<file path="src/common/core_defines.svh">
`ifndef CORE_DEFINES_SVH
`define CORE_DEFINES_SVH

// datapath and address width
`define XLEN 32

// only the low index bits select an entry
`define NUM_REGS 16

// first fetch address after reset
`define RESET_PC 32'h3000_0000

// identity CSR contents
`define MVENDORID_VAL 32'h0000_0b41
`define MARCHID_VAL 32'h0000_7c0e

`endif

</file>
<file path="src/common/isa_pkg.sv">
`default_nettype none
`include "core_defines.svh"

package isa_pkg;

  typedef logic [`XLEN-1:0] word_t;
  typedef logic [4:0] reg_idx_t;
  typedef logic [11:0] csr_addr_t;

  typedef enum logic [3:0] {
    OP_ADD,
    OP_ADDI,
    OP_LUI,
    OP_JALR,
    OP_LW,
    OP_LBU,
    OP_SW,
    OP_SB,
    OP_CSRRW,
    OP_CSRRS,
    OP_ILLEGAL
  } op_kind_t;

  // supported counter and identity addresses
  localparam csr_addr_t CSR_CYCLE     = 12'hB00;
  localparam csr_addr_t CSR_CYCLEH    = 12'hB80;
  localparam csr_addr_t CSR_MVENDORID = 12'hF11;
  localparam csr_addr_t CSR_MARCHID   = 12'hF12;

endpackage

`default_nettype wire

</file>
<file path="src/common/bus_pkg.sv">
`default_nettype none
`include "core_defines.svh"

package bus_pkg;

  typedef logic [3:0] byte_mask_t;

  // same encoding as the memory side expects
  typedef enum logic [1:0] {
    SIZE_BYTE = 2'd0,
    SIZE_WORD = 2'd2
  } mem_size_t;

  typedef struct packed {
    logic [`XLEN-1:0] addr;
    logic             wen;
    logic [`XLEN-1:0] wdata;
    byte_mask_t       mask;
    mem_size_t        size;
  } data_req_t;

endpackage

`default_nettype wire

</file>
<file path="src/hdl/mem_requester.sv">
`default_nettype none

module mem_requester
  import isa_pkg::*;
  import bus_pkg::*;
#(
  parameter type req_t = data_req_t
) (
  input  logic  clk,
  input  logic  rst,
  input  logic  start,
  input  req_t  req_in,
  input  logic  resp_valid,
  input  word_t rdata,
  output logic  req_valid,
  output req_t  req,
  output logic  done,
  output word_t rdata_q
);

  typedef enum logic {
    ST_IDLE,
    ST_WAIT
  } state_t;

  state_t state;

  always_ff @(posedge clk) begin
    if (rst) begin
      state     <= ST_IDLE;
      req_valid <= 1'b0;
      done      <= 1'b0;
      req       <= '0;
    end else begin
      // both strobes last a single cycle
      req_valid <= 1'b0;
      done      <= 1'b0;
      case (state)
        ST_IDLE: begin
          if (start) begin
            state     <= ST_WAIT;
            req_valid <= 1'b1;
            req       <= req_in;
          end
        end
        ST_WAIT: begin
          if (resp_valid) begin
            state <= ST_IDLE;
            done  <= 1'b1;
          end
        end
        default: state <= ST_IDLE;
      endcase
    end
  end

  // read word, kept until the next response
  always_ff @(posedge clk) begin
    if (state == ST_WAIT && resp_valid) begin
      rdata_q <= rdata;
    end
  end

endmodule

`default_nettype wire

</file>
<file path="src/decode/inst_decoder.sv">
`default_nettype none

module inst_decoder
  import isa_pkg::*;
(
  input  word_t     inst,
  output op_kind_t  op,
  output reg_idx_t  rs1,
  output reg_idx_t  rs2,
  output reg_idx_t  rd,
  output word_t     imm,
  output csr_addr_t csr_addr
);

  localparam logic [6:0] OPC_OP     = 7'b0110011;
  localparam logic [6:0] OPC_OP_IMM = 7'b0010011;
  localparam logic [6:0] OPC_LUI    = 7'b0110111;
  localparam logic [6:0] OPC_JALR   = 7'b1100111;
  localparam logic [6:0] OPC_LOAD   = 7'b0000011;
  localparam logic [6:0] OPC_STORE  = 7'b0100011;
  localparam logic [6:0] OPC_SYSTEM = 7'b1110011;

  logic [6:0] opcode;
  logic [2:0] funct3;
  logic [6:0] funct7;
  word_t      imm_i;
  word_t      imm_s;
  word_t      imm_u;

  assign opcode = inst[6:0];
  assign funct3 = inst[14:12];
  assign funct7 = inst[31:25];

  assign rs1      = inst[19:15];
  assign rs2      = inst[24:20];
  assign rd       = inst[11:7];
  assign csr_addr = inst[31:20];

  assign imm_i = {{20{inst[31]}}, inst[31:20]};
  assign imm_s = {{20{inst[31]}}, inst[31:25], inst[11:7]};
  assign imm_u = {inst[31:12], 12'b0};

  // opcode and funct fields to operation kind
  always_comb begin
    op = OP_ILLEGAL;
    case (opcode)
      OPC_OP:     if (funct3 == 3'b000 && funct7 == 7'b0) op = OP_ADD;
      OPC_OP_IMM: if (funct3 == 3'b000) op = OP_ADDI;
      OPC_LUI:    op = OP_LUI;
      OPC_JALR:   if (funct3 == 3'b000) op = OP_JALR;
      OPC_LOAD: begin
        if (funct3 == 3'b010) op = OP_LW;
        else if (funct3 == 3'b100) op = OP_LBU;
      end
      OPC_STORE: begin
        if (funct3 == 3'b010) op = OP_SW;
        else if (funct3 == 3'b000) op = OP_SB;
      end
      OPC_SYSTEM: begin
        if (funct3 == 3'b001) op = OP_CSRRW;
        else if (funct3 == 3'b010) op = OP_CSRRS;
      end
      default: op = OP_ILLEGAL;
    endcase
  end

  // immediate format per kind
  always_comb begin
    case (op)
      OP_ADDI, OP_JALR, OP_LW, OP_LBU: imm = imm_i;
      OP_SW, OP_SB:                    imm = imm_s;
      OP_LUI:                          imm = imm_u;
      default:                         imm = '0;
    endcase
  end

endmodule

`default_nettype wire

</file>
<file path="src/hdl/reg_file.sv">
`default_nettype none
`include "core_defines.svh"

module reg_file
  import isa_pkg::*;
(
  input  logic     clk,
  input  logic     rst,
  input  logic     we,
  input  reg_idx_t waddr,
  input  reg_idx_t raddr1,
  input  reg_idx_t raddr2,
  input  word_t    wdata,
  output word_t    rdata1,
  output word_t    rdata2
);

  localparam int IDX_W = $clog2(`NUM_REGS);

  word_t regs [`NUM_REGS];

  always_ff @(posedge clk) begin
    if (rst) begin
      for (int i = 0; i < `NUM_REGS; i++) begin
        regs[i] <= '0;
      end
    end else if (we && waddr[IDX_W-1:0] != '0) begin
      regs[waddr[IDX_W-1:0]] <= wdata;
    end
  end

  // entry zero is hardwired
  assign rdata1 = (raddr1[IDX_W-1:0] == '0) ? '0 : regs[raddr1[IDX_W-1:0]];
  assign rdata2 = (raddr2[IDX_W-1:0] == '0) ? '0 : regs[raddr2[IDX_W-1:0]];

endmodule

`default_nettype wire

</file>
<file path="src/hdl/csr_unit.sv">
`default_nettype none
`include "core_defines.svh"

module csr_unit
  import isa_pkg::*;
(
  input  logic      clk,
  input  logic      rst,
  input  logic      commit,
  input  op_kind_t  op,
  input  csr_addr_t addr,
  input  word_t     wdata,
  output word_t     rdata
);

  logic [63:0] cycle_q;
  logic        csr_wen;
  word_t       new_val;

  always_comb begin
    case (addr)
      CSR_CYCLE:     rdata = cycle_q[31:0];
      CSR_CYCLEH:    rdata = cycle_q[63:32];
      CSR_MVENDORID: rdata = word_t'(`MVENDORID_VAL);
      CSR_MARCHID:   rdata = word_t'(`MARCHID_VAL);
      default:       rdata = '0;
    endcase
  end

  // csrrs with a zero mask does not write
  assign csr_wen = commit && (op == OP_CSRRW || (op == OP_CSRRS && wdata != '0));
  assign new_val = (op == OP_CSRRW) ? wdata : (rdata | wdata);

  always_ff @(posedge clk) begin
    if (rst) begin
      cycle_q <= '0;
    end else begin
      cycle_q <= cycle_q + 64'd1;
      // identity registers fall through, read only
      if (csr_wen) begin
        case (addr)
          CSR_CYCLE:  cycle_q[31:0] <= new_val;
          CSR_CYCLEH: cycle_q[63:32] <= new_val;
          default: ;
        endcase
      end
    end
  end

endmodule

`default_nettype wire

</file>
<file path="src/hdl/exec_unit.sv">
`default_nettype none

module exec_unit
  import isa_pkg::*;
(
  input  op_kind_t op,
  input  word_t    pc,
  input  word_t    rs1_data,
  input  word_t    rs2_data,
  input  word_t    imm,
  input  word_t    csr_rdata,
  output word_t    addr_sum,
  output word_t    result,
  output word_t    next_pc
);

  word_t operand_b;
  word_t pc_plus4;

  // one adder for add, addi and address generation
  assign operand_b = (op == OP_ADD) ? rs2_data : imm;
  assign addr_sum  = rs1_data + operand_b;
  assign pc_plus4  = pc + word_t'(4);

  // jalr target drops bit 0
  assign next_pc = (op == OP_JALR) ? (addr_sum & ~word_t'(1)) : pc_plus4;

  always_comb begin
    case (op)
      OP_JALR:            result = pc_plus4;
      OP_CSRRW, OP_CSRRS: result = csr_rdata;
      OP_LUI:             result = imm;
      default:            result = addr_sum;
    endcase
  end

endmodule

`default_nettype wire

</file>
<file path="src/lsu/load_store_unit.sv">
`default_nettype none

module load_store_unit
  import isa_pkg::*;
  import bus_pkg::*;
(
  input  logic       clk,
  input  logic       rst,
  input  logic       start,
  input  op_kind_t   op,
  input  word_t      addr,
  input  word_t      store_data,
  input  logic       resp_valid,
  input  word_t      rdata,
  output logic       req_valid,
  output logic       wen,
  output word_t      req_addr,
  output word_t      wdata,
  output byte_mask_t wmask,
  output mem_size_t  size,
  output logic       done,
  output word_t      load_data
);

  data_req_t  req_in;
  data_req_t  req;
  logic [1:0] lane;
  logic       is_store;
  logic       is_byte;
  byte_mask_t base_mask;
  word_t      rdata_q;
  word_t      shifted;

  assign lane      = addr[1:0];
  assign is_store  = (op == OP_SW) || (op == OP_SB);
  assign is_byte   = (op == OP_SB) || (op == OP_LBU);
  assign base_mask = is_byte ? 4'b0001 : 4'b1111;

  // ========================================
  // request formation, data moved into its byte lane
  always_comb begin
    req_in.addr  = addr;
    req_in.wen   = is_store;
    req_in.wdata = store_data << {lane, 3'b000};
    req_in.mask  = base_mask << lane;
    req_in.size  = is_byte ? SIZE_BYTE : SIZE_WORD;
  end

  mem_requester #(
    .req_t(data_req_t)
  ) data_req_i (
    .clk       (clk),
    .rst       (rst),
    .start     (start),
    .req_in    (req_in),
    .resp_valid(resp_valid),
    .rdata     (rdata),
    .req_valid (req_valid),
    .req       (req),
    .done      (done),
    .rdata_q   (rdata_q)
  );

  assign req_addr = req.addr;
  assign wen      = req.wen;
  assign wdata    = req.wdata;
  assign wmask    = req.mask;
  assign size     = req.size;

  // ========================================
  // load extraction from the full aligned word
  assign shifted   = rdata_q >> {req.addr[1:0], 3'b000};
  assign load_data = (op == OP_LBU) ? word_t'(shifted[7:0]) : shifted;

endmodule

`default_nettype wire

</file>
<file path="src/hdl/core_sequencer.sv">
`default_nettype none
`include "core_defines.svh"

module core_sequencer
  import isa_pkg::*;
(
  input  logic     clk,
  input  logic     rst,
  input  logic     fetch_done,
  input  word_t    fetch_word,
  input  op_kind_t op,
  input  word_t    next_pc,
  input  word_t    result,
  input  logic     lsu_done,
  input  word_t    load_data,
  output logic     fetch_start,
  output word_t    pc,
  output word_t    inst,
  output logic     lsu_start,
  output logic     commit,
  output logic     rd_we,
  output word_t    rd_wdata
);

  typedef enum logic [2:0] {
    ST_FETCH,
    ST_FETCH_WAIT,
    ST_EXEC,
    ST_MEM,
    ST_COMMIT
  } state_t;

  state_t state;
  logic   is_mem;
  logic   is_load;

  assign is_load = (op == OP_LW) || (op == OP_LBU);
  assign is_mem  = is_load || (op == OP_SW) || (op == OP_SB);

  assign fetch_start = (state == ST_FETCH);
  assign lsu_start   = (state == ST_EXEC) && is_mem;
  assign commit      = (state == ST_COMMIT);

  // stores and illegal words leave the register file alone
  assign rd_we    = commit && op != OP_SW && op != OP_SB && op != OP_ILLEGAL;
  assign rd_wdata = is_load ? load_data : result;

  always_ff @(posedge clk) begin
    if (rst) begin
      state <= ST_FETCH;
      pc    <= `RESET_PC;
    end else begin
      case (state)
        ST_FETCH:      state <= ST_FETCH_WAIT;
        ST_FETCH_WAIT: if (fetch_done) state <= ST_EXEC;
        ST_EXEC:       state <= is_mem ? ST_MEM : ST_COMMIT;
        ST_MEM:        if (lsu_done) state <= ST_COMMIT;
        ST_COMMIT: begin
          state <= ST_FETCH;
          pc    <= next_pc;
        end
        default:       state <= ST_FETCH;
      endcase
    end
  end

  // instruction held from fetch until commit
  always_ff @(posedge clk) begin
    if (state == ST_FETCH_WAIT && fetch_done) begin
      inst <= fetch_word;
    end
  end

endmodule

`default_nettype wire

</file>
<file path="src/hdl/rv_core.sv">
`default_nettype none

module rv_core
  import isa_pkg::*;
  import bus_pkg::*;
(
  input  logic       clk,
  input  logic       rst,
  output logic       ifu_req_valid,
  output word_t      ifu_addr,
  input  logic       ifu_resp_valid,
  input  word_t      ifu_rdata,
  output logic       lsu_req_valid,
  output word_t      lsu_addr,
  output logic       lsu_wen,
  output word_t      lsu_wdata,
  output byte_mask_t lsu_wmask,
  output mem_size_t  lsu_size,
  input  logic       lsu_resp_valid,
  input  word_t      lsu_rdata
);

  logic      fetch_start, fetch_done, lsu_start, lsu_done, commit, rd_we;
  word_t     pc, inst, fetch_word, next_pc, result, load_data, rd_wdata;
  word_t     imm, rs1_data, rs2_data, csr_rdata, addr_sum;
  op_kind_t  op;
  reg_idx_t  rs1, rs2, rd;
  csr_addr_t csr_addr;

  // instruction fetch port
  mem_requester #(.req_t(word_t)) fetch_req_i (
    .clk(clk), .rst(rst), .start(fetch_start), .req_in(pc),
    .resp_valid(ifu_resp_valid), .rdata(ifu_rdata), .req_valid(ifu_req_valid),
    .req(ifu_addr), .done(fetch_done), .rdata_q(fetch_word)
  );

  inst_decoder decoder_i (
    .inst(inst), .op(op), .rs1(rs1), .rs2(rs2), .rd(rd), .imm(imm), .csr_addr(csr_addr)
  );

  reg_file reg_file_i (
    .clk(clk), .rst(rst), .we(rd_we), .waddr(rd), .raddr1(rs1), .raddr2(rs2),
    .wdata(rd_wdata), .rdata1(rs1_data), .rdata2(rs2_data)
  );

  // csr write operand is rs1
  csr_unit csr_i (
    .clk(clk), .rst(rst), .commit(commit), .op(op), .addr(csr_addr),
    .wdata(rs1_data), .rdata(csr_rdata)
  );

  exec_unit exec_i (
    .op(op), .pc(pc), .rs1_data(rs1_data), .rs2_data(rs2_data), .imm(imm),
    .csr_rdata(csr_rdata), .addr_sum(addr_sum), .result(result), .next_pc(next_pc)
  );

  load_store_unit lsu_i (
    .clk(clk), .rst(rst), .start(lsu_start), .op(op), .addr(addr_sum),
    .store_data(rs2_data), .resp_valid(lsu_resp_valid), .rdata(lsu_rdata),
    .req_valid(lsu_req_valid), .wen(lsu_wen), .req_addr(lsu_addr), .wdata(lsu_wdata),
    .wmask(lsu_wmask), .size(lsu_size), .done(lsu_done), .load_data(load_data)
  );

  core_sequencer seq_i (
    .clk(clk), .rst(rst), .fetch_done(fetch_done), .fetch_word(fetch_word), .op(op),
    .next_pc(next_pc), .result(result), .lsu_done(lsu_done), .load_data(load_data),
    .fetch_start(fetch_start), .pc(pc), .inst(inst), .lsu_start(lsu_start),
    .commit(commit), .rd_we(rd_we), .rd_wdata(rd_wdata)
  );

endmodule

`default_nettype wire

</file>
<file path="config.mk">
export PLATFORM = sky130hd
export DESIGN_NAME = rv_core
export DESIGN_NICKNAME = d
export VERILOG_FILES = /design/src/common/isa_pkg.sv /design/src/common/bus_pkg.sv /design/src/hdl/mem_requester.sv /design/src/decode/inst_decoder.sv /design/src/hdl/reg_file.sv /design/src/hdl/csr_unit.sv /design/src/hdl/exec_unit.sv /design/src/lsu/load_store_unit.sv /design/src/hdl/core_sequencer.sv /design/src/hdl/rv_core.sv
export VERILOG_INCLUDE_DIRS = /design/src /design/src/common
export SDC_FILE = /design/constraint.sdc
export NUM_CORES = 2
export LEC_CHECK = 0
export ABC_CLOCK_PERIOD_IN_PS = 16400
export BUFFER_PORTS_ARGS = -buffer_cell sky130_fd_sc_hd__clkbuf_2
export CORE_MARGIN = 10
export CORE_UTILIZATION = 25
export DETAILED_ROUTE_END_ITERATION = 8
export GPL_ROUTABILITY_DRIVEN = 0
export PLACE_DENSITY = 0.35
export SYNTH_ARGS = -nofsm -noshare
export SYNTH_HDL_FRONTEND = slang
export SYNTH_SLANG_ARGS = --single-unit
</file>
<file path="constraint.sdc">
create_clock -name clk -period 16.4 [get_ports clk]
set_input_delay 2.46 -clock clk [delete_from_list [all_inputs] [get_ports clk]]
set_output_delay 2.46 -clock clk [all_outputs]
set_load 0.01 [all_outputs]
</file>
[Word level (Yosys, flattened, before mapping)]
Memories as Yosys holds them, arrays and structs flattened. A register that Yosys moved wholly into a read port is not among the register bits.
Index checks and enable logic that the tools add are counted.
W data, S select, Z words.
Operators by class
  eq/ne operators: 32
  shift-type cells: 3
  $lt $le $gt $ge: 0
  reductions and logical operators: 36
  bitwise logic cells: 3
  multipliers: 0
  mux-type cells: 47
  add/sub/neg operators: 3
  div/mod/pow operators: 0
Operators by type and width (count)
  $mux W32: 10
  $pmux W32 S3: 2
  $pmux W32 S4: 1
  $add A64 B1 Y64 const B: 1
  $mux W64: 1
  $eq A12 B12 Y1 const B: 4
  $mux W4: 12
  $add A32 B3 Y32 const B: 1
  $add A32 B32 Y32: 1
  $or A32 B32 Y32: 1
  $reduce_bool A32 Y1: 1
  $reduce_or A32 Y1: 1
  $shl A32 B5 Y32: 1
  $shr A32 B5 Y32: 1
  $pmux W4 S7: 1
  $eq A7 B6 Y1 const B: 3
  $eq A4 B3 Y1 const B: 4
  $eq A7 B7 Y1 const B: 2
  $logic_not A4 Y1: 3
  $mux W1: 12
  $pmux W3 S4: 1
  $reduce_or A2 Y1: 6
  $logic_and A1 B1 Y1: 11
  $eq A3 B2 Y1 const B: 3
  21 further kinds: 40
Storage, ports and cells
  register bits: 304
  memory bits (writable): 512
  memories kept: 1
  latch bits: 0
  bits of input ports: 68
  ROM bits: 0
  output and inout port bits: 105
  logic and storage cells: 143
Memories
  reg_file_i.regs: depth 16, width 32, rd ports 2, clocked after memory_dff 2, write ports 16, RTL line reg_file.sv:20  | word_t regs [`NUM_REGS];

[Depth between registers and ports, before layout]
  depth in word-level cells: 14
  mapped depth: 22
  depth with buffers taken out: 18

[Hierarchy]
From an unflattened synthesis, not the netlist that was laid out.
Second synthesis, totals
  cell total of the unflattened synthesis: 4009
  area, all modules: 46228.1 um^2
Modules (own cells, without submodules)
  reg_file: area each 25572.0 um^2, seq. area each 14443.9 um^2, cells an instance 1778, instances 1
  mem_requester at lsu_i.data_req_i: area each 4675.7 um^2, seq. area each 2442.3 um^2, cells an instance 365, instances 1
  csr_unit: area each 4625.7 um^2, seq. area each 1281.2 um^2, cells an instance 607, instances 1
  exec_unit: area each 3993.8 um^2, seq. area each 0.0 um^2, cells an instance 591, instances 1
  core_sequencer: area each 2721.4 um^2, seq. area each 1661.6 um^2, cells an instance 194, instances 1
  mem_requester at fetch_req_i: area each 2512.4 um^2, seq. area each 1661.6 um^2, cells an instance 185, instances 1
  load_store_unit: area each 1233.7 um^2, seq. area each 0.0 um^2, cells an instance 166, instances 1
  inst_decoder: area each 893.4 um^2, seq. area each 0.0 um^2, cells an instance 123, instances 1

[Worst setup path before layout]
Ideal clock, no wire load.
  path type: register to register
  start: register seq_i.inst[5]
  end: memory reg_file_i.regs[10][21] in the netlist's numbering (data pin)
  path slack: 10.652 ns
  library setup time: 0.266 ns
  required time: 16.134 ns
  buffers on the path: 4
  cell stages (with the launch flop): 21
  arrival time: 5.482 ns
  clock period less this slack: 5.748 ns
  cell sequence: edfxtp_1 > clkbuf_1 > nand4b_1 > o41ai_2 > or2_2 > clkbuf_1 > a21oi_1 > a21oi_1 > clkbuf_1 > a22oi_1 > ha_1 > nand4_1 > inv_1 > a221oi_1 > a21boi_0 > a221oi_1 > xor2_1 > nor2_1 > o31ai_1 > clkbuf_1 > nor2_1
RTL lines
  from (decl): RTL line core_sequencer.sv:18  | output word_t inst,
  from (signal assigned): RTL line core_sequencer.sv:70  | inst <= fetch_word;
  to (decl): RTL line reg_file.sv:20

==> impl_metrics.yaml <==
setup_path:
  cp_max_fo: 95
  worst_ep_required_time_ns: 16.84
  cp.arrival_ns: 7.96
  cpMaxStageDelayCell: "a21oi_1"
  worstPathCellList: "buf_12 > mux4_2 > nor2b_1 > a211oi_1 > nor2b_1 > ha_1 > o21ai_0 > o21ai_0 > nand2_1 > a21boi_0 > a41oi_1 > xnor2_1 > a221o_1 > a21oi_1 > nor2_1"
  r2r_setup_slack_ns: 8.88
  reg2reg_to: "reg_file_i.regs[7][17]"
  path_class: "flop to flop"
  worstSetupStartpointType: "flop"
  slowest_delay_ns: 0.96
  endpoint_kind: "flop"
  r2r_cells: 15
clock_tree:
  clock_latency_ns: 0.77
  cts_hold_buf: 0
  clk_pin_slew_ns: 0.06
  cts_made_buffers: 102
  cts_buffer_depth: 3
  cts.sinks: 821
  cts-root-buf: "clkbuf_16"
  cts_tree: "built"
  cts_setup_buffers: 0
  cts_resized: 0
  htreeDepth: 3
status:
  status: "finished, final reports clean"
grt:
  grt-ovfl-total: 0
  grt_max_degree: 96
  grt_first_pass_wirelength_mm: 284
  grt_antenna_before_repair: 5
  grt_pass1_vias: 33224
  grtUsageTotal_pct: 20.9
route:
  drt-initial-drc-count: 3346
  drcViolationCount: 0
  ant_nets: 0
  wirelength_mm: 205
  firstDrtPassIters: 6
  wl_per_cell_um: 32.8
  dr_total_vias: 33151
  vias_per_cell: 5.30
cells_and_area:
  drive_gt1_share_pct: 20.2
  final_area_um2: 50200
  multi_input_area_um2: 19800
  regArea_um2: 22500
  num-fill-cells: 17747
  area_growth_pct: 15.9
  nNetsFinal: 3963
yosys:
  synthArstFlopShare_pct: 0
  synth-edff-count: 608
  yosysTopAreaCell: "edfxtp_1"
  synth_top_flop_cell: "edfxtp_1"
  post-synth-top-count-cell: "nor2_1"
  synthCells: 3768
  ys_warn_count: 0
  yosysSeqAreaShare_pct: 52.0
  synth_commonest_cells: "nor2_1, edfxtp_1, nand2_1"
  avgSynthCellArea_um2: 11.5
  synth_area_leaders: "edfxtp_1, mux4_2, dfxtp_1"
  yosysUniqueCellTypes: 79
  ys_ff_latch: 821
  yosys.area.top_type_share_pct: 42.2
  synth_area_um2: 43300
timing:
  period_needed_ns: 7.52
  hold_viol: 0
  setup_viol: 0
  fin_worst_skew_ns: 0.0498
  max-slew-margin-rel_pct: 11.1
  fin_tns_setup_ns: 0
  fmax_mhz: 133
  rsz0062_at_grt: "false"
  tightest_slew_ns: 1.30
  period_share_pct: 45.8
  finalMaxSlewViolations: 0
floorplan:
  rows: 152
  dieArea_um2: 190000
  die_w_um: 436
  ios: 173
  initial_core_util_pct: 25.2
  fp.coreArea_um2: 172000
  die_h_um: 436
placement:
  dpl_cell_area_um2: 47000
  dpl.hpwl_mm: 134
  port_buffers: 170
power_and_ir_drop:
  p_sw_w: 0.00128
  intPower_w: 0.00365
  p_comb_share_pct: 7.9
  power.density_nw_per_um2: 98.2
  p_seq_share_pct: 47.1
  p_leak_nw: 17.4
  swShare_pct: 26.1
  clockPowerShare_pct: 45.1
  ir_drop_mv: 0.0725
worst_hold_path:
  hold_path.class: "flop to flop"
  min_from: "fetch_req_i.rdata_q[30]"
  min_to: "seq_i.inst[30]"
  hold_path_depth: 0
flow_run:
  drv_cap: 0
## sequential cells by signal, summed over array words and instances (netlist names), 3 cells and up, named ones only
name	count
seq_i.state	3
fetch_req_i.req	31
csr_i.cycle_q	64
seq_i.pc	31
reg_file_i.regs	512
seq_i.inst	32
lsu_i.data_req_i.rdata_q	32
lsu_i.data_req_i.req	70
fetch_req_i.rdata_q	32
## layout make-up
| cell class | count | share of cell area (%) |
|---|---|---|
| Sequential cell | 821 | 44.9 |
| Multi-Input combinational cell | 2624 | 39.4 |
| Tap cell | 2310 | 5.76 |
| Clock buffer | 137 | 5.59 |
| Timing Repair Buffer | 273 | 3.28 |
| Clock inverter | 51 | 0.748 |
| Inverter | 39 | 0.294 |
| Antenna cell | 2 | 0.00997 |
## layout by cell type (no fill, tap or decap), drive strengths merged, types with 19 or more instances in the layout
| cell | count |
|---|---|
| inv | 44 |
| a21o | 43 |
| xnor2 | 71 |
| dfxtp | 213 |
| xor2 | 43 |
| nand2 | 380 |
| clkbuf | 307 |
| a22oi | 49 |
| nor2 | 656 |
| and2 | 36 |
| a211oi | 28 |
| nand3 | 112 |
| o21ai | 172 |
| nor3 | 57 |
| conb | 34 |
| clkinv | 42 |
| nand4 | 26 |
| nor2b | 19 |
| mux4 | 298 |
| o211ai | 23 |
| nor4 | 23 |
| mux2i | 86 |
| ha | 33 |
| a21oi | 179 |
| buf | 103 |
| edfxtp | 608 |
## worst max path at each step
| stage | start | to | depth (start not counted) |
|---|---|---|---|
| 6_report | flop | reg_file_i.regs[7][17] | 15 |
| 5_1_grt | flop | reg_file_i.regs[7][17] | 15 |
| 4_1_cts | flop | reg_file_i.regs[6][18] | 18 |
| 3_5_place_dp | flop | reg_file_i.regs[13][18] | 18 |
| 3_3_place_gp | flop | reg_file_i.regs[6][18] | 18 |
| 2_1_floorplan | seq_i.inst[5] | reg_file_i.regs[10][21] | 20 |
## worst max-delay path, delay by kind of cell, from the launching register on
family / cells / cell delay (ns)
compound gates: 7 / 3.44
xor+xnor: 1 / 0.20
fa+ha+maj: 1 / 0.43
buf+inv: 1 / 0.61
flops: 1 / 0.90
mux: 1 / 0.62
simple gates: 4 / 0.76
## cells by family after synthesis
family | after synthesis | synth area share (%)
buf+inv | 356 | 3.35
simple gates | 1410 | 14.1
xor+xnor | 114 | 2.31
compound gates | 635 | 9.36
flops | 821 | 52.0
mux | 397 | 17.8
other cells | 1 | 0.00866
fa+ha+maj | 34 | 1.00
## stage by stage
| step | setup slack (ns) | std cells | power [W] | hold slack [ns] | utilization [%] |
|---|---|---|---|---|---|
| 5_1_grt | 8.37 | 6255 | 0.00508 | 0.428 | 29.2 |
| 6_report | 8.88 | 6257 | 0.00493 | 0.420 | 29.2 |
| 3_5_place_dp | 8.99 | 6067 | 0.00275 | 0.405 | 27.3 |
| 2_1_floorplan | 10.65 | 3801 | 0.00255 | 0.400 | - |
| 4_1_cts | 8.96 | 6255 | 0.00498 | 0.421 | 29.2 |
| 3_3_place_gp | 8.91 | 6067 | 0.00275 | 0.408 | 27.3 |
## power groups by stage
stage               registers (W)  logic (W)  clock network [W]
global placement          0.00236   0.000386                  0
global route              0.00233   0.000400            0.00235
floorplan                 0.00234   0.000208                  0
detailed placement        0.00236   0.000386                  0
finish                    0.00232   0.000387            0.00222
CTS                       0.00232   0.000386            0.00228
## routing by layer
metal  global-route usage, %  up-vias  part of all wire [%]
met5                       0        -                0.0098
met4                    7.43        2                   4.0
met3                    3.08      317                   5.1
met2                    34.8     1140                    48
met1                    27.4    17409                    43
li1                        -    14283                     -
(Power assumes the default switching activity.)
